<file path="src/verilog/cpuCtrlPkg.sv">
package cpuCtrlPkg;

	// Instruction word layout
	// [15:14] group, [13:10] opcode, [9:8] arg A, [7:4] arg B, [3:0] mode
	typedef logic [15:0] instrT;
	typedef logic [1:0]  groupT;
	typedef logic [3:0]  aluOpT;       // Also the raw opcode field
	typedef logic [3:0]  argT;
	typedef logic [1:0]  sel2T;
	typedef logic [2:0]  sel3T;
	typedef logic [3:0]  seqT;         // Register sequencer code

	// Instruction groups
	localparam groupT GROUP_SYSTEM           = 2'd0;
	localparam groupT GROUP_LOAD_STORE       = 2'd1;
	localparam groupT GROUP_JUMP             = 2'd2;
	localparam groupT GROUP_ARITHMETIC_LOGIC = 2'd3;

	// ALU operations the decoder treats specially
	localparam aluOpT ALU_OPX_MOV = 4'd0;
	localparam aluOpT ALU_OPX_CMP = 4'd7;

	// Register sequences
	localparam seqT REG_SEQX_NONE    = 4'd0;
	localparam seqT REG_SEQX_WRITE_A = 4'd1;
	localparam seqT REG_SEQX_READ_AB = 4'd2;

	// Address bus source
	localparam sel3T ADDR_BUSX_PC_A  = 3'd0;
	localparam sel3T ADDR_BUSX_DEBUG = 3'd1;
	localparam sel3T ADDR_BUSX_REG_B = 3'd2;

	// ALU operand sources
	localparam sel3T ALUA_SRCX_REG_A = 3'd0;
	localparam sel3T ALUB_SRCX_REG_B = 3'd0;
	localparam sel3T ALUB_SRCX_IMM   = 3'd1;

	// Bus sequencer requests
	localparam sel2T BUS_SEQX_NONE  = 2'd0;
	localparam sel2T BUS_SEQX_READ  = 2'd1;
	localparam sel2T BUS_SEQX_WRITE = 2'd2;

	localparam logic BYTEX_WORD = 1'b0;  // Full 16-bit transfer

	// Data bus driver
	localparam sel2T DATA_BUSX_REGA_DOUT = 2'd0;
	localparam sel2T DATA_BUSX_ALU_R     = 2'd1;

	// Program counter adder
	localparam sel2T PC_BASEX_PC_A    = 2'd0;
	localparam sel2T PC_BASEX_REG_B   = 2'd1;
	localparam sel2T PC_OFFSETX_2     = 2'd0;
	localparam sel2T PC_OFFSETX_IMM   = 2'd1;

	// Register file ports
	localparam sel2T REGA_ADDRX_ARGA  = 2'd0;
	localparam sel2T REGA_DINX_DIN    = 2'd0;
	localparam sel2T REGA_DINX_ALU_R  = 2'd1;
	localparam sel2T REGA_DINX_PC     = 2'd2;  // Return address for calls
	localparam sel3T REGB_ADDRX_ARGB  = 3'd0;

endpackage

</file>
<file path="src/verilog/ctrlFieldsIf.sv">
`timescale 1ns/1ps

// One candidate set of control fields from a group decoder
interface ctrlFieldsIf;
	import cpuCtrlPkg::*;

	sel3T  addrBus;
	aluOpT aluOp;
	sel3T  aluaSrc;
	sel3T  alubSrc;
	sel2T  busSeq;
	logic  byteX;
	logic  cclLd;
	sel2T  dataBus;
	sel2T  pcBase;
	sel2T  pcOffset;
	seqT   regSeq;
	sel2T  regaAddr;
	sel2T  regaDin;
	sel3T  regbAddr;

	modport src (
		output addrBus, aluOp, aluaSrc, alubSrc, busSeq, byteX, cclLd,
		output dataBus, pcBase, pcOffset, regSeq, regaAddr, regaDin, regbAddr
	);

	// Result stage side
	modport sink (
		input addrBus, aluOp, aluaSrc, alubSrc, busSeq, byteX, cclLd,
		input dataBus, pcBase, pcOffset, regSeq, regaAddr, regaDin, regbAddr
	);

endinterface

</file>
<file path="src/verilog/instrDecode.sv">
`timescale 1ns/1ps

module instrDecode import cpuCtrlPkg::*; #(
	parameter int INSTR_W = 16
) (
	input  logic               clk,
	input  logic               arstN,
	input  logic               instrValid,
	input  logic [INSTR_W-1:0] instr,
	input  logic               debugActive,
	input  argT                debugArg,
	input  sel2T               debugBusSeq,
	input  sel2T               debugCcReg,
	input  sel3T               debugPcNext,
	input  seqT                debugRegSeq,
	input  sel2T               intCcReg,
	input  sel3T               intPcNext,
	output groupT              group,
	output aluOpT              opcode,
	output argT                argB,
	output logic [3:0]         mode,
	output logic               dbgActive,
	output argT                dbgArg,
	output sel2T               dbgBusSeq,
	output sel2T               dbgCcReg,
	output sel3T               dbgPcNext,
	output seqT                dbgRegSeq,
	output sel2T               irqCcReg,
	output sel3T               irqPcNext,
	output logic               stageValid
);

	instrT instrQ;

	// Held instruction, upper bits of a wider word
	always_ff @(posedge clk or negedge arstN) begin
		if (!arstN) begin
			instrQ <= '0;  // Decodes as a system instruction
		end else if (instrValid) begin
			instrQ <= instr[INSTR_W-1 -: $bits(instrT)];
		end
	end

	// Debug and interrupt fields follow their inputs every cycle
	always_ff @(posedge clk or negedge arstN) begin
		if (!arstN) begin
			dbgActive  <= 1'b0;
			dbgArg     <= '0;
			dbgBusSeq  <= BUS_SEQX_NONE;
			dbgCcReg   <= '0;
			dbgPcNext  <= '0;
			dbgRegSeq  <= REG_SEQX_NONE;
			irqCcReg   <= '0;
			irqPcNext  <= '0;
			stageValid <= 1'b0;
		end else begin
			dbgActive  <= debugActive;
			dbgArg     <= debugArg;
			dbgBusSeq  <= debugBusSeq;
			dbgCcReg   <= debugCcReg;
			dbgPcNext  <= debugPcNext;
			dbgRegSeq  <= debugRegSeq;
			irqCcReg   <= intCcReg;
			irqPcNext  <= intPcNext;
			stageValid <= instrValid;
		end
	end

	assign group  = instrQ[15:14];
	assign opcode = instrQ[13:10];
	assign argB   = instrQ[7:4];
	assign mode   = instrQ[3:0];

endmodule

</file>
<file path="src/verilog/aluGroupExec.sv">
`timescale 1ns/1ps

module aluGroupExec import cpuCtrlPkg::*; (
	input  aluOpT       opcode,
	input  logic [3:0]  mode,
	ctrlFieldsIf.src    fields
);

	logic immOperand;
	logic isMov;
	logic isCmp;

	assign immOperand = mode[3];  // Second operand from the immediate
	assign isMov      = (opcode == ALU_OPX_MOV);
	assign isCmp      = (opcode == ALU_OPX_CMP);

	// Opcode goes straight to the ALU
	assign fields.aluOp   = opcode;
	assign fields.aluaSrc = ALUA_SRCX_REG_A;
	assign fields.alubSrc = immOperand ? ALUB_SRCX_IMM : ALUB_SRCX_REG_B;

	// MOV leaves the flags alone
	assign fields.cclLd = !isMov;

	// Compare only sets flags, no write-back
	assign fields.regSeq = isCmp ? REG_SEQX_NONE : REG_SEQX_WRITE_A;

	assign fields.regaAddr = REGA_ADDRX_ARGA;
	assign fields.regbAddr = REGB_ADDRX_ARGB;
	assign fields.regaDin  = REGA_DINX_ALU_R;
	assign fields.dataBus  = DATA_BUSX_ALU_R;

	// No bus traffic, PC steps to the next word
	assign fields.addrBus  = ADDR_BUSX_PC_A;
	assign fields.busSeq   = BUS_SEQX_NONE;
	assign fields.byteX    = BYTEX_WORD;
	assign fields.pcBase   = PC_BASEX_PC_A;
	assign fields.pcOffset = PC_OFFSETX_2;

endmodule

</file>
<file path="src/verilog/memJumpExec.sv">
`timescale 1ns/1ps

module memJumpExec import cpuCtrlPkg::*; (
	input  groupT       group,
	input  aluOpT       opcode,
	input  logic [3:0]  mode,
	ctrlFieldsIf.src    fields
);

	logic isJump;
	logic isStore;
	logic isCall;

	assign isJump  = (group == GROUP_JUMP);  // Anything else is treated as load-store
	assign isStore = opcode[0];
	assign isCall  = opcode[2];

	always_comb begin
		// Start from the system defaults
		fields.addrBus  = ADDR_BUSX_PC_A;
		fields.aluOp    = ALU_OPX_MOV;
		fields.aluaSrc  = ALUA_SRCX_REG_A;
		fields.alubSrc  = ALUB_SRCX_REG_B;
		fields.busSeq   = BUS_SEQX_NONE;
		fields.byteX    = BYTEX_WORD;
		fields.cclLd    = 1'b0;
		fields.dataBus  = DATA_BUSX_REGA_DOUT;
		fields.pcBase   = PC_BASEX_PC_A;
		fields.pcOffset = PC_OFFSETX_2;
		fields.regSeq   = REG_SEQX_NONE;
		fields.regaAddr = REGA_ADDRX_ARGA;
		fields.regaDin  = REGA_DINX_DIN;
		fields.regbAddr = REGB_ADDRX_ARGB;

		if (isJump) begin
			// Target is base plus offset
			fields.pcBase   = opcode[1] ? PC_BASEX_REG_B : PC_BASEX_PC_A;
			fields.pcOffset = opcode[0] ? PC_OFFSETX_IMM : PC_OFFSETX_2;

			// Call saves the return address in reg A
			if (isCall) begin
				fields.regSeq  = REG_SEQX_WRITE_A;
				fields.regaDin = REGA_DINX_PC;
			end
		end else begin
			// Address always from reg B
			fields.addrBus = ADDR_BUSX_REG_B;
			fields.byteX   = mode[0];  // Byte access

			if (isStore) begin
				fields.busSeq = BUS_SEQX_WRITE;
				fields.regSeq = REG_SEQX_READ_AB;  // Address and data out of the file
			end else begin
				fields.busSeq = BUS_SEQX_READ;
				fields.regSeq = REG_SEQX_WRITE_A;
			end
		end
	end

endmodule

</file>
<file path="src/verilog/opxMultiplexer.sv">
`timescale 1ns/1ps

module opxMultiplexer import cpuCtrlPkg::*; (
	input  logic       clk,
	input  logic       arstN,
	input  groupT      group,
	input  argT        argB,
	input  logic       stageValid,
	input  logic       dbgActive,
	input  argT        dbgArg,
	input  sel2T       dbgBusSeq,
	input  sel2T       dbgCcReg,
	input  sel3T       dbgPcNext,
	input  seqT        dbgRegSeq,
	input  sel2T       irqCcReg,
	input  sel3T       irqPcNext,
	ctrlFieldsIf.sink  aluFields,
	ctrlFieldsIf.sink  memJumpFields,
	output sel3T       addrBus,
	output aluOpT      aluOp,
	output sel3T       aluaSrc,
	output sel3T       alubSrc,
	output argT        argbX,
	output sel2T       busSeq,
	output logic       byteX,
	output logic       cclLd,
	output sel2T       ccReg,
	output sel2T       dataBus,
	output sel2T       pcBase,
	output sel3T       pcNext,
	output sel2T       pcOffset,
	output seqT        regSeq,
	output sel2T       regaAddr,
	output sel2T       regaDin,
	output sel3T       regbAddr,
	output logic       ctrlValid
);

	typedef struct packed {
		sel3T  addrBus;
		aluOpT aluOp;
		sel3T  aluaSrc;
		sel3T  alubSrc;
		argT   argbX;
		sel2T  busSeq;
		logic  byteX;
		logic  cclLd;
		sel2T  ccReg;
		sel2T  dataBus;
		sel2T  pcBase;
		sel3T  pcNext;
		sel2T  pcOffset;
		seqT   regSeq;
		sel2T  regaAddr;
		sel2T  regaDin;
		sel3T  regbAddr;
	} ctrlWordT;

	// System group word, also the base of the debug set
	localparam ctrlWordT SYS_DEFAULTS = '{
		addrBus:  ADDR_BUSX_PC_A,
		aluOp:    ALU_OPX_MOV,
		aluaSrc:  ALUA_SRCX_REG_A,
		alubSrc:  ALUB_SRCX_REG_B,
		argbX:    '0,
		busSeq:   BUS_SEQX_NONE,
		byteX:    BYTEX_WORD,
		cclLd:    1'b0,
		ccReg:    '0,
		dataBus:  DATA_BUSX_REGA_DOUT,
		pcBase:   PC_BASEX_PC_A,
		pcNext:   '0,
		pcOffset: PC_OFFSETX_2,
		regSeq:   REG_SEQX_NONE,
		regaAddr: REGA_ADDRX_ARGA,
		regaDin:  REGA_DINX_DIN,
		regbAddr: REGB_ADDRX_ARGB
	};

	ctrlWordT nextW;
	ctrlWordT ctrlW;

	always_comb begin
		nextW = SYS_DEFAULTS;
		if (dbgActive) begin
			// Debug port owns the bus and the sequencers
			nextW.addrBus = ADDR_BUSX_DEBUG;
			nextW.argbX   = dbgArg;
			nextW.busSeq  = dbgBusSeq;
			nextW.ccReg   = dbgCcReg;
			nextW.pcNext  = dbgPcNext;
			nextW.regSeq  = dbgRegSeq;
		end else begin
			nextW.argbX  = argB;
			nextW.ccReg  = irqCcReg;   // Interrupt block steers flags and PC
			nextW.pcNext = irqPcNext;
			case (group)
				GROUP_LOAD_STORE, GROUP_JUMP: begin
					nextW.addrBus  = memJumpFields.addrBus;
					nextW.aluOp    = memJumpFields.aluOp;
					nextW.aluaSrc  = memJumpFields.aluaSrc;
					nextW.alubSrc  = memJumpFields.alubSrc;
					nextW.busSeq   = memJumpFields.busSeq;
					nextW.byteX    = memJumpFields.byteX;
					nextW.cclLd    = memJumpFields.cclLd;
					nextW.dataBus  = memJumpFields.dataBus;
					nextW.pcBase   = memJumpFields.pcBase;
					nextW.pcOffset = memJumpFields.pcOffset;
					nextW.regSeq   = memJumpFields.regSeq;
					nextW.regaAddr = memJumpFields.regaAddr;
					nextW.regaDin  = memJumpFields.regaDin;
					nextW.regbAddr = memJumpFields.regbAddr;
				end
				GROUP_ARITHMETIC_LOGIC: begin
					nextW.addrBus  = aluFields.addrBus;
					nextW.aluOp    = aluFields.aluOp;
					nextW.aluaSrc  = aluFields.aluaSrc;
					nextW.alubSrc  = aluFields.alubSrc;
					nextW.busSeq   = aluFields.busSeq;
					nextW.byteX    = aluFields.byteX;
					nextW.cclLd    = aluFields.cclLd;
					nextW.dataBus  = aluFields.dataBus;
					nextW.pcBase   = aluFields.pcBase;
					nextW.pcOffset = aluFields.pcOffset;
					nextW.regSeq   = aluFields.regSeq;
					nextW.regaAddr = aluFields.regaAddr;
					nextW.regaDin  = aluFields.regaDin;
					nextW.regbAddr = aluFields.regbAddr;
				end
				default: ;  // System group keeps the defaults
			endcase
		end
	end

	always_ff @(posedge clk or negedge arstN) begin
		if (!arstN) begin
			ctrlW     <= SYS_DEFAULTS;
			ctrlValid <= 1'b0;
		end else begin
			ctrlW     <= nextW;
			ctrlValid <= stageValid;  // High one cycle per decoded strobe
		end
	end

	assign addrBus  = ctrlW.addrBus;
	assign aluOp    = ctrlW.aluOp;
	assign aluaSrc  = ctrlW.aluaSrc;
	assign alubSrc  = ctrlW.alubSrc;
	assign argbX    = ctrlW.argbX;
	assign busSeq   = ctrlW.busSeq;
	assign byteX    = ctrlW.byteX;
	assign cclLd    = ctrlW.cclLd;
	assign ccReg    = ctrlW.ccReg;
	assign dataBus  = ctrlW.dataBus;
	assign pcBase   = ctrlW.pcBase;
	assign pcNext   = ctrlW.pcNext;
	assign pcOffset = ctrlW.pcOffset;
	assign regSeq   = ctrlW.regSeq;
	assign regaAddr = ctrlW.regaAddr;
	assign regaDin  = ctrlW.regaDin;
	assign regbAddr = ctrlW.regbAddr;

endmodule

</file>
<file path="src/verilog/controlUnit.sv">
`timescale 1ns/1ps

module controlUnit import cpuCtrlPkg::*; #(
	parameter int INSTR_W = 16
) (
	input  logic               clk,
	input  logic               arstN,
	input  logic               instrValid,
	input  logic [INSTR_W-1:0] instr,
	input  logic               debugActive,
	input  argT                debugArg,
	input  sel2T               debugBusSeq,
	input  sel2T               debugCcReg,
	input  sel3T               debugPcNext,
	input  seqT                debugRegSeq,
	input  sel2T               intCcReg,
	input  sel3T               intPcNext,
	output sel3T               addrBus,
	output aluOpT              aluOp,
	output sel3T               aluaSrc,
	output sel3T               alubSrc,
	output argT                argbX,
	output sel2T               busSeq,
	output logic               byteX,
	output logic               cclLd,
	output sel2T               ccReg,
	output sel2T               dataBus,
	output sel2T               pcBase,
	output sel3T               pcNext,
	output sel2T               pcOffset,
	output seqT                regSeq,
	output sel2T               regaAddr,
	output sel2T               regaDin,
	output sel3T               regbAddr,
	output logic               ctrlValid
);

	// Decode stage outputs
	groupT      group;
	aluOpT      opcode;
	argT        argB;
	logic [3:0] mode;
	logic       dbgActive;
	argT        dbgArg;
	sel2T       dbgBusSeq;
	sel2T       dbgCcReg;
	sel3T       dbgPcNext;
	seqT        dbgRegSeq;
	sel2T       irqCcReg;
	sel3T       irqPcNext;
	logic       stageValid;

	ctrlFieldsIf aluFields ();
	ctrlFieldsIf memJumpFields ();

	instrDecode #(.INSTR_W(INSTR_W)) decode (
		.clk, .arstN, .instrValid, .instr,
		.debugActive, .debugArg, .debugBusSeq, .debugCcReg, .debugPcNext, .debugRegSeq,
		.intCcReg, .intPcNext,
		.group, .opcode, .argB, .mode,
		.dbgActive, .dbgArg, .dbgBusSeq, .dbgCcReg, .dbgPcNext, .dbgRegSeq,
		.irqCcReg, .irqPcNext, .stageValid
	);

	aluGroupExec aluExec (
		.opcode, .mode,
		.fields(aluFields)
	);

	memJumpExec memJumpExecU (
		.group, .opcode, .mode,
		.fields(memJumpFields)
	);

	opxMultiplexer resultMux (
		.clk, .arstN, .group, .argB, .stageValid,
		.dbgActive, .dbgArg, .dbgBusSeq, .dbgCcReg, .dbgPcNext, .dbgRegSeq,
		.irqCcReg, .irqPcNext,
		.aluFields(aluFields),
		.memJumpFields(memJumpFields),
		.addrBus, .aluOp, .aluaSrc, .alubSrc, .argbX, .busSeq, .byteX, .cclLd,
		.ccReg, .dataBus, .pcBase, .pcNext, .pcOffset, .regSeq,
		.regaAddr, .regaDin, .regbAddr, .ctrlValid
	);

endmodule

</file>
<file path="config.mk">
export PLATFORM = sky130hd
export DESIGN_NAME = controlUnit
export DESIGN_NICKNAME = d
export VERILOG_FILES = /design/src/verilog/cpuCtrlPkg.sv /design/src/verilog/ctrlFieldsIf.sv /design/src/verilog/instrDecode.sv /design/src/verilog/aluGroupExec.sv /design/src/verilog/memJumpExec.sv /design/src/verilog/opxMultiplexer.sv /design/src/verilog/controlUnit.sv
export SDC_FILE = /design/constraint.sdc
export NUM_CORES = 1
export LEC_CHECK = 0
export BUFFER_PORTS_ARGS = -buffer_cell sky130_fd_sc_hd__buf_2
export CORE_MARGIN = 2
export CORE_UTILIZATION = 52
export CTS_CLUSTER_DIAMETER = 120
export DETAILED_ROUTE_END_ITERATION = 12
export PLACE_DENSITY = 0.95
export SLEW_MARGIN = 20
export SYNTH_ARGS = -nofsm -noshare
export SYNTH_HDL_FRONTEND = slang
export SYNTH_SLANG_ARGS = --single-unit
export TNS_END_PERCENT = 50
</file>
<file path="constraint.sdc">
create_clock -name clk -period 2.1 [get_ports clk]
set_input_delay 0.315 -clock clk [delete_from_list [all_inputs] [get_ports clk]]
set_output_delay 0.315 -clock clk [all_outputs]
set_load 0.005 [all_outputs]
</file>
==> results.toml <==
[outcome]
status = "completed"

[setup_path]
arrival_ns = 1.67
r2r_setup_slack_ns = 0.65
cp_cell_sequence = "mux2_2"
path_buf_inv = 0
crit_required_ns = 2.31
crit_path_max_incr_delay_ns = 0.92
cp_slowest_cell = "dfrtp_1"
critPathKind = "flip-flop to flip-flop"
crit_family = "flip-flops"
worstSetupStartpointType = "flip-flop"
worst_setup_path_end_kind = "flip-flop"
crit_fanout = 21

[logic_synthesis]
synth_cell_types = 25
yosys.area.top_type = "dfrtp_1"
synthTopCellsByArea = "dfrtp_1 (70%), mux2_2 (6.5%), buf_4 (5.0%)"
avgSynthCellArea_um2 = 15.7
synthTopCellsByCount = "dfrtp_1 (63), buf_4 (15), mux2_2 (13)"
async_flop_share = 1.00
ys_seq_area_frac = 0.699
synth_warnings = 0
yosysMostFrequentCell = "dfrtp_1"
netlist_area_um2 = 2250
synth_seq_cells = 63
ys.flop_type = "dfrtp_1"
synthCells = 144
netlist.area_leader.share = 0.699
synth_edf_count = 0

[cts]
cts.clk_slew.worst_paths_ns = 0.06
hold_buffers = 0
cts_tree = "done"
post_cts_resize_count = 0
clkLatencyLatePin_ns = 0.33
cts_buffers = 9
cts.sinks = 63
cts.root.buffer_cell = "clkbuf_8"
cts_max_path_buffers = 2
cts_setup_buffers = 0
cts.htree.levels = 3

[sta]
fin_tns_setup_ns = 0
worst_pin_slew_ns = 0.889
finClkSkew_ns = 0.00844
maxSlewViolCount = 0
rsz0062_at_grt = "no"
hold_viol = 0
setup_viol = 0
fmax_ghz = 0.688
layout_min_cycle_time_ns = 1.45
max_slew_margin = 0.407
fin_crit_sh = 0.692

[die]
die_w_um = 69.8
start_util = 0.552
fp.coreArea_um2 = 4090
ios = 84
die_area_um2 = 4880
rows = 23
die_h_um = 69.8

[layout]
nets = 261
antennaDiodeCount = 0
nFillCells = 298
layout-drive-gt1-share = 0.471
instances_no_fill = 271
syn_to_final_growth_pct = 21.8

[drt]
wl_met2_um = 1720
highest_layer = "met4"
route.detailed.drc = 0
dr.first_iter.drc_count = 69
wl_um = 3520
wl_met1_um = 1420
avgViaCountPerCell = 4.52
firstDrtPassIters = 4
wl_per_cell_um = 13.0
route.met3.wl_um = 318
ant_nets = 0
vias = 1224

[power_and_ir_drop]
pwr-share-clk = 0.370
p_total_mw = 2.45
pwr_density_cell_nw_per_um2 = 893
power_switching_mw = 0.563
pwr-share-seq = 0.544
internal_power_mw = 1.89
switching_share = 0.229
p_comb_frac = 0.086
vdd.ir_drop.worst_v = 0.000598
leakage_nw = 1.45

[placed_design]
portBuffers = 65
dp.cells = 255
gp_congestion = 0.786
dp_hpwl_um = 2480

[global_route]
grt_overflow_total = 0
grt_max_degree = 35
grt_pass1_wl_um = 5940
antenna_found_initial = 0
grt.total_usage = 0.163
grt_pass1_vias = 1294

[hold_path]
hold_path.class = "primary input to asynchronous set/reset pin"

[flow_run]
maxCapViolations = 0
-- cells in the final DEF (no fill, tap or decap), types with 4 or more instances in the layout --
cell type   n
buf_2      65
dfrtp_1    63
conb_1     14
mux2_2     13
clkbuf_8   11
nand2_1     8
and2_1      7
mux2_4      6
ha_1        5
clkinv_2    4
-- area by class of cell --
type                            count  area, µm²  share of cell area
Clock buffer                       12        155              0.0565
Clock inverter                      4       20.0             0.00729
Inverter                            2       7.51             0.00273
Multi-Input combinational cell     74        579               0.211
Sequential cell                    63       1580               0.574
Tap cell                           50       62.6              0.0228
Timing Repair Buffer               66        345               0.126
-- power groups by stage --
stage                     Combinational [mW]  Sequential [mW]  Clock, mW
after floorplan                        0.130             1.35          0
after global placement                 0.207             1.35          0
after detailed placement               0.216             1.36          0
after CTS                              0.217             1.34      0.935
after global routing                   0.239             1.35      0.999
final                                  0.212             1.33      0.906
-- kinds of logic (layout without fill, tap and decap cells) --
kind of cell             Yosys count  in the layout  share of synthesized area
AND/OR/NAND/NOR                   30             30                     0.0860
adder cells (fa/ha/maj)            5              5                     0.0277
multiplexers                      19             19                      0.105
other                              1             14                    0.00166
flip-flops                        63             63                      0.699
AO/OA/AOI/OAI                      6              6                     0.0150
buffers and inverters             20             84                     0.0655
-- stage by stage --
stage	setup WS (ns)	utilization	hold WS [ns]	instance area [µm²]
floorplan	0.935	-	0.0194	2300
global route	0.529	0.672	0.0562	2750
CTS	0.618	0.672	0.0277	2750
detailed placement	0.606	0.629	0.345	2570
finish	0.646	0.672	0.0110	2750
global placement	0.648	0.629	0.331	2570
-- routing by layer --
layer	global-route usage	up-vias
li1	-	588
met1	0.191	576
met2	0.248	54
met3	0.0858	6
met4	0.0769	0
met5	0	-
-- flip-flops by register name, indices dropped and copies added, names as in the netlist, 3 cells and up --
| signal | count |
|---|---|
| resultMux.regSeq | 4 |
| decode.dbgPcNext | 3 |
| resultMux.argbX | 4 |
| decode.instrQ | 12 |
| decode.dbgArg | 4 |
| decode.dbgRegSeq | 4 |
| decode.irqPcNext | 3 |
| resultMux.pcNext | 3 |
| resultMux.aluOp | 4 |
-- path summary, 6_finish.rpt --
kind / startpoint / endpoint / depth (start not counted)
setup / recovery: decode.dbgActive$_DFF_PN0_ / resultMux.argbX[0]$_DFF_PN0_ / 1
hold / removal: arstN / resultMux.pcNext[2]$_DFF_PN0_ / 1
setup reg to reg: decode.dbgActive$_DFF_PN0_ / resultMux.argbX[0]$_DFF_PN0_ / 1
hold reg to reg: decode.stageValid$_DFF_PN0_ / resultMux.ctrlValid$_DFF_PN0_ / 0
max in group asynchronous: arstN / decode.dbgArg[1]$_DFF_PN0_ / 2
min in group clk: debugPcNext[2] / decode.dbgPcNext[2]$_DFF_PN0_ / 1
No activity file was read; power rests on OpenSTA's default activity.
